File: src/rob_pkg.sv
`default_nettype none

package rob_pkg;

	// ####################
	// sizes.
	// ####################

	// tag width sets the buffer depth.
	localparam int ROB_TAG_W = 3;
	localparam int ROB_DEPTH = 8;
	// count needs one more bit to tell full from empty.
	localparam int ROB_CNT_W = ROB_TAG_W + 1;

	typedef logic [15:0] lc3b_word;
	typedef logic [2:0] lc3b_reg;
	typedef logic [ROB_TAG_W-1:0] rob_tag_t;
	typedef logic [ROB_CNT_W-1:0] rob_cnt_t;

	// lc3b encodings of the supported subset.
	typedef enum logic [3:0]
	{
		op_br  = 4'b0000,
		op_add = 4'b0001,
		op_and = 4'b0101,
		op_not = 4'b1001
	} lc3b_opcode;

	// ####################
	// instruction word.
	// ####################

	// register form, also read by BR as nzp plus offset9.
	typedef struct packed {
		lc3b_opcode opcode;
		lc3b_reg dr;
		lc3b_reg sr1;
		logic mode;
		logic [1:0] unused;
		lc3b_reg sr2;
	} reg_form_t;

	// immediate form of ADD and AND.
	typedef struct packed {
		lc3b_opcode opcode;
		lc3b_reg dr;
		lc3b_reg sr1;
		logic mode;
		logic [4:0] imm5;
	} imm_form_t;

	// same 16 bits, decoded by mode.
	typedef union packed {
		reg_form_t reg_form;
		imm_form_t imm_form;
	} lc3b_inst_u;

	// ####################
	// packets.
	// ####################

	// operands already read by the issuer.
	typedef struct packed {
		lc3b_inst_u inst;
		lc3b_word pc;
		lc3b_word sr1_val;
		lc3b_word sr2_val;
		logic [2:0] cc;
		logic predict;
	} dispatch_t;

	// dispatch packet with its rob tag.
	typedef struct packed {
		dispatch_t disp;
		rob_tag_t tag;
	} exec_req_t;

	// unit writeback, by tag.
	typedef struct packed {
		rob_tag_t tag;
		lc3b_word value;
		logic mispredict;
	} result_t;

	// retirement record.
	typedef struct packed {
		lc3b_opcode opcode;
		lc3b_reg dest;
		lc3b_word value;
		lc3b_word pc;
		logic mispredict;
	} commit_t;

endpackage

`default_nettype wire

File: src/alu_exec.sv
`timescale 1ns/1ps
`default_nettype none

module alu_exec
	import rob_pkg::*;
(
	input logic clk,
	input logic reset,
	input logic flush,
	input logic alloc_valid,
	input exec_req_t alloc,
	output logic res_valid,
	output result_t res
);

	dispatch_t op;
	lc3b_word operand_b;
	lc3b_word alu_out;
	logic take;

	assign op = alloc.disp;

	// only ADD, AND and NOT belong here.
	assign take = alloc_valid &&
		(op.inst.reg_form.opcode == op_add ||
		op.inst.reg_form.opcode == op_and ||
		op.inst.reg_form.opcode == op_not);

	always_comb
	begin
		// mode bit set means imm5, sign extended.
		if (op.inst.reg_form.mode)
			operand_b = {{11{op.inst.imm_form.imm5[4]}}, op.inst.imm_form.imm5};
		else
			operand_b = op.sr2_val;
		case (op.inst.reg_form.opcode)
			op_add: alu_out = op.sr1_val + operand_b;
			op_and: alu_out = op.sr1_val & operand_b;
			// NOT ignores the second operand.
			default: alu_out = ~op.sr1_val;
		endcase
	end

	// strobe, dropped on flush.
	always_ff @(posedge clk)
	begin
		if (reset || flush)
			res_valid <= 1'b0;
		else
			res_valid <= take;
	end

	// result payload.
	always_ff @(posedge clk)
	begin
		if (take)
		begin
			res.tag <= alloc.tag;
			res.value <= alu_out;
			// alu ops never mispredict.
			res.mispredict <= 1'b0;
		end
	end

endmodule

`default_nettype wire

File: src/branch_exec.sv
`timescale 1ns/1ps
`default_nettype none

module branch_exec
	import rob_pkg::*;
(
	input logic clk,
	input logic reset,
	input logic flush,
	input logic alloc_valid,
	input exec_req_t alloc,
	output logic res_valid,
	output result_t res
);

	// stage 1 holding register.
	typedef struct packed {
		rob_tag_t tag;
		logic taken;
		logic predict;
		lc3b_word pc_seq;
		lc3b_word pc_target;
	} br_stage_t;

	dispatch_t op;
	logic take;
	logic [8:0] offset9;
	lc3b_word pc_seq;
	lc3b_word pc_target;
	logic s1_valid;
	br_stage_t s1;

	assign op = alloc.disp;
	assign take = alloc_valid && (op.inst.reg_form.opcode == op_br);

	// offset9 spans sr1, mode, unused and sr2.
	assign offset9 = {op.inst.reg_form.sr1, op.inst.reg_form.mode,
		op.inst.reg_form.unused, op.inst.reg_form.sr2};

	// both candidates. target is word aligned.
	assign pc_seq = op.pc + 16'd2;
	assign pc_target = pc_seq + {{6{offset9[8]}}, offset9, 1'b0};

	// ####################
	// stage 1.
	// ####################

	always_ff @(posedge clk)
	begin
		if (reset || flush)
			s1_valid <= 1'b0;
		else
			s1_valid <= take;
	end

	always_ff @(posedge clk)
	begin
		if (take)
		begin
			s1.tag <= alloc.tag;
			// dr carries the nzp mask.
			s1.taken <= |(op.inst.reg_form.dr & op.cc);
			s1.predict <= op.predict;
			s1.pc_seq <= pc_seq;
			s1.pc_target <= pc_target;
		end
	end

	// ####################
	// stage 2.
	// ####################

	always_ff @(posedge clk)
	begin
		if (reset || flush)
			res_valid <= 1'b0;
		else
			res_valid <= s1_valid;
	end

	always_ff @(posedge clk)
	begin
		if (s1_valid)
		begin
			res.tag <= s1.tag;
			// resolved next pc.
			res.value <= s1.taken ? s1.pc_target : s1.pc_seq;
			res.mispredict <= s1.taken != s1.predict;
		end
	end

endmodule

`default_nettype wire

File: src/reorder_buffer.sv
`timescale 1ns/1ps
`default_nettype none

module reorder_buffer
	import rob_pkg::*;
(
	input logic clk,
	input logic reset,
	input logic dispatch_valid,
	input dispatch_t dispatch,
	output logic alloc_valid,
	output exec_req_t alloc,
	input logic alu_res_valid,
	input logic br_res_valid,
	input result_t alu_res,
	input result_t br_res,
	output logic commit_valid,
	output commit_t commit,
	output logic flush,
	output logic full,
	output logic empty
);

	// entry fields, indexed by tag.
	lc3b_opcode opcode_q [ROB_DEPTH];
	lc3b_reg dest_q [ROB_DEPTH];
	lc3b_word value_q [ROB_DEPTH];
	lc3b_word pc_q [ROB_DEPTH];
	logic mispredict_q [ROB_DEPTH];
	logic [ROB_DEPTH-1:0] valid_q;

	// head is oldest, tail is next free.
	rob_tag_t head;
	rob_tag_t tail;
	rob_cnt_t count;

	logic accept;
	logic retire;

	assign full = (count == ROB_CNT_W'(ROB_DEPTH));
	assign empty = (count == '0);

	// no alloc during full or flush.
	assign accept = dispatch_valid && !full && !flush;
	// oldest entry done, retire it.
	assign retire = valid_q[head] && !empty && !flush;

	// ####################
	// issue to units.
	// ####################

	always_ff @(posedge clk)
	begin
		if (reset)
			alloc_valid <= 1'b0;
		else
			alloc_valid <= accept;
	end

	// tag is the slot being filled.
	always_ff @(posedge clk)
	begin
		if (accept)
		begin
			alloc.disp <= dispatch;
			alloc.tag <= tail;
		end
	end

	// ####################
	// pointers and count.
	// ####################

	always_ff @(posedge clk)
	begin
		if (reset || flush)
		begin
			head <= '0;
			tail <= '0;
			count <= '0;
		end
		else
		begin
			if (accept)
				tail <= tail + 1'b1;
			if (retire)
				head <= head + 1'b1;
			// alloc and retire together keep the count.
			case ({accept, retire})
				2'b10: count <= count + 1'b1;
				2'b01: count <= count - 1'b1;
				default: count <= count;
			endcase
		end
	end

	// ####################
	// entry state.
	// ####################

	always_ff @(posedge clk)
	begin
		if (reset || flush)
			valid_q <= '0;
		else
		begin
			// new entry waits for its result.
			if (accept)
				valid_q[tail] <= 1'b0;
			// two write ports, tags always differ.
			if (alu_res_valid)
				valid_q[alu_res.tag] <= 1'b1;
			if (br_res_valid)
				valid_q[br_res.tag] <= 1'b1;
			// slot freed on retire.
			if (retire)
				valid_q[head] <= 1'b0;
		end
	end

	always_ff @(posedge clk)
	begin
		if (accept)
		begin
			opcode_q[tail] <= dispatch.inst.reg_form.opcode;
			// nzp mask for a branch, unused.
			dest_q[tail] <= dispatch.inst.reg_form.dr;
			pc_q[tail] <= dispatch.pc;
		end
		if (alu_res_valid)
		begin
			value_q[alu_res.tag] <= alu_res.value;
			mispredict_q[alu_res.tag] <= alu_res.mispredict;
		end
		if (br_res_valid)
		begin
			value_q[br_res.tag] <= br_res.value;
			mispredict_q[br_res.tag] <= br_res.mispredict;
		end
	end

	// ####################
	// commit and flush.
	// ####################

	// flush rides along with the mispredicted commit.
	always_ff @(posedge clk)
	begin
		if (reset)
		begin
			commit_valid <= 1'b0;
			flush <= 1'b0;
		end
		else
		begin
			commit_valid <= retire;
			flush <= retire && mispredict_q[head];
		end
	end

	always_ff @(posedge clk)
	begin
		if (retire)
		begin
			commit.opcode <= opcode_q[head];
			commit.dest <= dest_q[head];
			commit.value <= value_q[head];
			commit.pc <= pc_q[head];
			commit.mispredict <= mispredict_q[head];
		end
	end

endmodule

`default_nettype wire

File: src/rob_core.sv
`timescale 1ns/1ps
`default_nettype none

module rob_core
	import rob_pkg::*;
(
	input logic clk,
	input logic reset,
	input logic dispatch_valid,
	input dispatch_t dispatch,
	output logic commit_valid,
	output commit_t commit,
	output logic flush,
	output logic full,
	output logic empty
);

	// issue bus, shared by both units.
	logic alloc_valid;
	exec_req_t alloc;

	// result strobes into the rob.
	logic alu_res_valid;
	result_t alu_res;
	logic br_res_valid;
	result_t br_res;

	reorder_buffer u_reorder_buffer
	(
		.clk(clk),
		.reset(reset),
		.dispatch_valid(dispatch_valid),
		.dispatch(dispatch),
		.alloc_valid(alloc_valid),
		.alloc(alloc),
		.alu_res_valid(alu_res_valid),
		.br_res_valid(br_res_valid),
		.alu_res(alu_res),
		.br_res(br_res),
		.commit_valid(commit_valid),
		.commit(commit),
		.flush(flush),
		.full(full),
		.empty(empty)
	);

	// ADD, AND, NOT.
	alu_exec u_alu_exec
	(
		.clk(clk),
		.reset(reset),
		.flush(flush),
		.alloc_valid(alloc_valid),
		.alloc(alloc),
		.res_valid(alu_res_valid),
		.res(alu_res)
	);

	// BR, two stages.
	branch_exec u_branch_exec
	(
		.clk(clk),
		.reset(reset),
		.flush(flush),
		.alloc_valid(alloc_valid),
		.alloc(alloc),
		.res_valid(br_res_valid),
		.res(br_res)
	);

endmodule

`default_nettype wire

File: config.mk
export PLATFORM = sky130hd
export DESIGN_NAME = rob_core
export DESIGN_NICKNAME = d
export VERILOG_FILES = /design/src/rob_pkg.sv /design/src/alu_exec.sv /design/src/branch_exec.sv /design/src/reorder_buffer.sv /design/src/rob_core.sv
export SDC_FILE = /design/constraint.sdc
export NUM_CORES = 1
export LEC_CHECK = 0
export BUFFER_PORTS_ARGS = -buffer_cell sky130_fd_sc_hd__buf_2
export CAP_MARGIN = 20
export CORE_MARGIN = 2
export CORE_UTILIZATION = 45
export CTS_BUF_LIST = sky130_fd_sc_hd__clkbuf_8
export DETAILED_ROUTE_END_ITERATION = 6
export HOLD_SLACK_MARGIN = 0.02
export PLACE_DENSITY_LB_ADDON = 0.25
export SLEW_MARGIN = 10
export SYNTH_ARGS = -nofsm -noshare
export SYNTH_HDL_FRONTEND = slang
export SYNTH_SLANG_ARGS = --single-unit
export TNS_END_PERCENT = 30
File: constraint.sdc
create_clock -name clk -period 9.4 [get_ports clk]
set_input_delay 1.88 -clock clk [delete_from_list [all_inputs] [get_ports clk]]
set_output_delay 1.88 -clock clk [all_outputs]
set_load 0.05 [all_outputs]
# [Word level (Yosys, flattened, before mapping)]
# Memory sizes are Yosys's and may differ from the RTL's. A register that Yosys moved wholly into a read port is not among the register bits.
# Cells that the tools add are included.
# W data, S select, Z words.
[totals] regBits=172 ramBits=320 input_bits=71 out_inout_bits=44 word_cells=114 mem_count=5
[mem_list] memory="u_reorder_buffer.pc_q" words=8 word_bits=16 read_ports=1 rd_clocked_by_memory_dff=1 write_ports=1 line="reorder_buffer.sv:28" source="lc3b_word pc_q [ROB_DEPTH];"
[mem_list] memory="u_reorder_buffer.value_q" words=8 word_bits=16 read_ports=1 rd_clocked_by_memory_dff=1 write_ports=2 line="reorder_buffer.sv:27" source="lc3b_word value_q [ROB_DEPTH];"
[mem_list] memory="u_reorder_buffer.opcode_q" words=8 word_bits=4 read_ports=1 rd_clocked_by_memory_dff=1 write_ports=1 line="reorder_buffer.sv:25" source="lc3b_opcode opcode_q [ROB_DEPTH];"
[mem_list] memory="u_reorder_buffer.dest_q" words=8 word_bits=3 read_ports=1 rd_clocked_by_memory_dff=1 write_ports=1 line="reorder_buffer.sv:26" source="lc3b_reg dest_q [ROB_DEPTH];"
[mem_list] memory="u_reorder_buffer.mispredict_q" words=8 word_bits=1 read_ports=1 rd_clocked_by_memory_dff=1 write_ports=2 line="reorder_buffer.sv:29" source="logic mispredict_q [ROB_DEPTH];"
[op_classes] add_sub_neg=7 order_cmp=8 n_eq_ne=7 n_mux=29 n_bitwise=9 reduce_logical=21
[ops] operator="$mux W8" n=7
[ops] operator="$add A16 B16 Y16" n=2
[ops] operator="$mux W16" n=2
[ops] operator="$pmux W16 S2" n=1
[ops] operator="$add A16 B2 Y16 const B" n=1
[ops] operator="$and A16 B16 Y16" n=1
[ops] operator="$and A8 B8 Y8" n=2
[ops] operator="$lt A3 B4 Y1 const B" n=4
[ops] operator="$not A16 Y16" n=1
[ops] operator="$not A8 Y8" n=2
[ops] operator="$or A8 B8 Y8" n=2
[ops] operator="$demux W1 S3" n=4
[ops] operator="$ge A3 B1 Y1 const B" n=4
[ops] operator="$logic_and A1 B1 Y1" n=11
[ops] operator="$mux W1" n=11
[ops] operator="$eq A4 B4 Y1 const B" n=2
[ops] operator="$logic_not A4 Y1" n=2
[ops] operator="$pmux W4 S2" n=1
[ops] operator="$add A3 B1 Y3 const B" n=2
[ops] operator="$mux W3" n=2
[ops] operator="$add A4 B1 Y4 const B" n=1
[ops] operator="$eq A4 B1 Y1 const B" n=1
[ops] operator="$eq A4 B3 Y1 const B" n=1
[ops] operator="$sub A4 B1 Y4 const B" n=1
[ops] operator="9 further kinds" n=13

# [Logic depth before layout (Yosys ltp)]
[depth] depth_word=16 mapped_depth=13 ltp_nobuf=13

# [Modules after synthesis]
# From an unflattened synthesis, not the netlist that was laid out.
[hier_totals] hier_cells=1317 hier_area_um2=23212.3
[modules_own_cells] mod="reorder_buffer" instances=1 cells_per_inst=886 area_per_inst_um2=18371.4 seq_area_each_um2=13422.9
[modules_own_cells] mod="branch_exec" instances=1 cells_per_inst=212 area_per_inst_um2=2966.6 seq_area_each_um2=1721.7
[modules_own_cells] mod="alu_exec" instances=1 cells_per_inst=219 area_per_inst_um2=1874.3 seq_area_each_um2=590.6

# [Worst setup path after synthesis]
# No wires, ideal clock.
[synth_path] path_type="input to register" startpoint="input port dispatch_valid" endpoint="memory u_reorder_buffer.dest_q[0][0] in the netlist's numbering, enable pin" setup_time_ps=464 t_arrival_ps=4765 t_required_ps=8936 path_slack_ps=4170 stages=3 n_path_buf=1 cell_sequence="or3b_2 buf_2 nor4_1"
[synth_between] elab_chain_len=4
[synth_lines] element="start, declared" line="rob_core.sv:9" source="input logic dispatch_valid,"
[synth_lines] element="$logic_and A1 B1 Y1 (2 in series)" line="reorder_buffer.sv:44" source="assign accept = dispatch_valid && !full && !flush;"
[synth_lines] element="$mux W1" line="reorder_buffer.sv:123" source="if (accept)"
[synth_lines] element="$mux W1 (implied by the code)" line="reorder_buffer.sv:127" source="dest_q[tail] <= dispatch.inst.reg_form.dr;"
[synth_lines] element="end, declared" line="reorder_buffer.sv:26"
# Every way passes these cells.

# [Worst setup path in the final report]
[layout_path] startpoint="register u_reorder_buffer.head[0]" endpoint="register u_reorder_buffer.count[3]"
[layout_between] elab_chain_len=6 elab_cells_between_ends=8 classes_between="eq/ne (2); mux (3); reduce/logical (3)"
[layout_lines] element="start, declared" line="reorder_buffer.sv:33" source="rob_tag_t head;"
[layout_lines] element="start signal, assigned" line="reorder_buffer.sv:87" source="head <= head + 1'b1;"
[layout_lines] element="$bmux W1 S3 (*)" line="reorder_buffer.sv:46" source="assign retire = valid_q[head] && !empty && !flush;"
[layout_lines] element="$mux W1 (implied by the code) (*)" line="reorder_buffer.sv:46"
[layout_lines] element="$logic_and A1 B1 Y1 (*) (2 in series)" line="reorder_buffer.sv:46"
[layout_lines] element="named net u_reorder_buffer.retire" line="reorder_buffer.sv:38" source="logic retire;"
[layout_lines] element="$eq A2 B1 Y1 or $eq A2 B2 Y1 (tied branches)" line="reorder_buffer.sv:89" source="case ({accept, retire})"
[layout_lines] element="$pmux W4 S2 or $reduce_bool A2 Y1 (tied branches)"
[layout_lines] element="end signal, assigned" line="reorder_buffer.sv:90" source="2'b10: count <= count + 1'b1;"
[layout_lines] element="end signal, assigned" line="reorder_buffer.sv:91" source="2'b01: count <= count - 1'b1;"
[layout_lines] element="end signal, assigned" line="reorder_buffer.sv:92" source="default: count <= count;"
[layout_lines] element="end, declared" line="reorder_buffer.sv:35" source="rob_cnt_t count;"
# The timed path passes the listed nets; every way through them passes the cells marked *. The select of a mux whose other input is x is not followed.
# A chain may end at the register's enable or synchronous reset.

==> out/metrics.cfg <==
[final_layout]
nFillCells=4167
syn_to_final_growth_pct=14.1
nets=1574
multi_input_area_um2=6820
fin_cells=2199
area.sequential_um2=15700
drive_gt1_share_pct=35.8

[routing]
antenna_left=0
drcViolationCount=0
vias=12000
drtIter0Drc=1058
viasPerCell=5.46
drt_pre_antenna_iters=5
wl_per_cell_um=22.5
wirelength_mm=49.4

[cts]
cts_resized=0
ctsHoldBuffers=0
htree_levels=3
clock_sinks=533
tritoncts=done
cts_setup_buffers=0
cts_buffer_depth=3
clk_latency_ps=690
cts_root_buffer=clkbuf_8
clk_pin_slew_ps=60
cts_buffers=87

[power]
p_int_uw=3750
ir_drop_v=0.000117
p_leak_uw=0.00870
p_switching_uw=1090
switching_share_pct=22.6
clockPowerShare_pct=39.6
powerDensity_nw_per_um2=186
seqPwrFrac_pct=55.1
fin_total_pwr_uw=4840
combPwrFrac_pct=5.3

[synthesis]
synth_top_cell_area_share_pct=66.7
synth_edf_count=506
synth_area_leaders=edfxtp_1 (67%), mux2_2 (9.2%), mux4_2 (8.0%)
syn-num-nets=1397
synth_top_area_cell=edfxtp_1
ys.flop_type=edfxtp_1
syn_avg_cell_area_um2=17.8
ys_top_cells_by_count=edfxtp_1 (506), mux2_2 (186), mux4_2 (81)
synth_seq_cells=533
yosysWarnings=0
synth_cell_types=57
yosysSeqAreaShare_pct=69.1
syn_area_um2=22800
synth_most_common_cell=edfxtp_1
synth_cells=1283
async_flop_share_pct=0

[timing]
rsz0062_at_grt=false
fin_ws_ps=5460
setup_viol=0
relSlewSlack_pct=25.2
hold_viol_final=0
fin_crit_ps=3940
fmaxAchievable_mhz=254
setup_tns_ps=0
worst_pin_slew_ps=1120
slew_violations=0
finClkSkew_ps=27.8
timing.final.crit_share_pct=41.9

[critical_path]
crit_arrival_ps=4540
worstPathRequired_ps=10000
end_kind=register
worstSetupPathType=reg -> reg
r2r_slack_ps=5460
critPathLaunchType=register
worstReg2RegStart=u_reorder_buffer.head[0]
r2r-end=u_reorder_buffer.count[3]
startpoint=u_reorder_buffer.head[0]
rr_worst_depth=11
crit_end=u_reorder_buffer.count[3]
worstPathMaxFanout=45

[outcome]
status=complete, no violations

[place]
globalplace.congestion=0.863
io_buffers=114
dp_cells=2039
dp_slack_ps=5170
place_hpwl_mm=30.7

[global_route]
grt.total_usage_pct=19.1
grt_pass1_wl_mm=74.9
grt_max_degree=67
antenna_found_initial=3
grt_overflow=0
grt_pass1_vias=12300

[floorplan]
row_count=82
coreArea_um2=50100
io_pins=115
dieArea_um2=52400
initial_core_util_pct=45.5
die_w_um=229
fp.dieH_um=229

[worst_hold_path]
hp-class=reg -> reg

[run]
maxCapViolCount=0

[how the worst min path moves through the flow]
stage	startpoint	end	slack [ps]	depth (start not counted)
finish	u_branch_exec.s1[35]	u_branch_exec.res[18]	410	0
global route	u_branch_exec.s1[35]	u_branch_exec.res[18]	420	0
CTS	u_reorder_buffer.alloc[39]	u_branch_exec.s1[0]	410	0
detailed placement	u_branch_exec.s1[34]	u_branch_exec.res[17]	400	0
global placement	u_branch_exec.s1[35]	u_branch_exec.res[18]	400	0
floorplan	u_branch_exec.s1[34]	u_branch_exec.res[17]	400	0
[cells in the final DEF, fill, tap and decap left out, types with 15 or more instances in the layout]
cell | Yosys | routed
mux2_2 | 186 | 186
clkbuf_8 | 0 | 93
buf_4 | 1 | 21
ha_1 | 40 | 40
edfxtp_1 | 506 | 506
dfxtp_1 | 27 | 24
nor2_1 | 46 | 44
o21ai_0 | 41 | 37
a211oi_1 | 16 | 16
nand2_1 | 33 | 33
xor2_1 | 22 | 22
clkinv_1 | 0 | 15
a21oi_1 | 38 | 37
inv_1 | 28 | 57
xnor2_1 | 24 | 24
buf_2 | 11 | 115
mux4_2 | 81 | 81
[critical path: stages, from the launching register on]
cell and delay, ps:
dfxtp_4 880, mux2i_1 190, mux4_2 560, nor3_4 170
buf_4 580, ha_1 340, ha_1 250, a21o_1 170
a21oi_1 170, xnor2_1 90, or3_1 300, a21oi_1 150
[metal layers]
layer	track usage (%)	routed length [um]	vias to the layer above
li1	-	-	5492
met1	26.5	22100	6116
met2	30.2	23700	320
met3	3.69	2490	67
met4	6.94	1030	2
met5	0	9	-
[metrics by stage]
| stage | instance area, um^2 | util, % | hold slack (ps) |
|---|---|---|---|
| 3_5_place_dp | 24300 | 48.5 | 405 |
| 2_1_floorplan | 22800 | - | 400 |
| 6_report | 26000 | 51.9 | 409 |
| 5_1_grt | 26000 | 51.9 | 418 |
| 4_1_cts | 25900 | 51.7 | 409 |
| 3_3_place_gp | 24200 | 48.4 | 401 |
[registers in the layout (all words and copies together), names as in the netlist, 8 cells and up, named ones only]
register and flops:
u_alu_exec.res 19, u_branch_exec.res 20, u_branch_exec.s1 36, u_reorder_buffer.alloc 71, u_reorder_buffer.commit 40, u_reorder_buffer.dest_q 24
u_reorder_buffer.mispredict_q 8, u_reorder_buffer.opcode_q 32, u_reorder_buffer.pc_q 128, u_reorder_buffer.valid_q 8, u_reorder_buffer.value_q 128
[cells by family (layout without fill, tap and decap cells)]
logic type | Yosys count | after routing | synth area share, %
DFF | 533 | 533 | 69.1
muxes | 276 | 276 | 17.6
and+or+nand+nor | 163 | 163 | 3.80
AOI/OAI and AO/OA | 141 | 141 | 3.87
buffers and inverters | 81 | 324 | 1.41
xor gates and xnor gates | 46 | 46 | 1.77
adders and majority gates | 43 | 43 | 2.46
other | 0 | 1 | 0
[power groups by stage]
stage / registers (uW) / logic, uW / clock network (uW)
2_1_floorplan: 2710 / 171 / 0
3_3_place_gp: 2720 / 247 / 0
3_5_place_dp: 2720 / 254 / 0
4_1_cts: 2670 / 255 / 1980
5_1_grt: 2670 / 284 / 2070
6_report: 2670 / 256 / 1920
[layout make-up]
cell class              instances  area share [%]
flip-flops and latches        533            60.6
inverters                      29           0.424
clock inverters                62            1.38
repair buffers                140            3.18
multi-input cells             669            26.2
diodes                          1         0.00963
clock buffers                  93            4.93
well taps                     672            3.24
(Power assumes the default switching activity.)
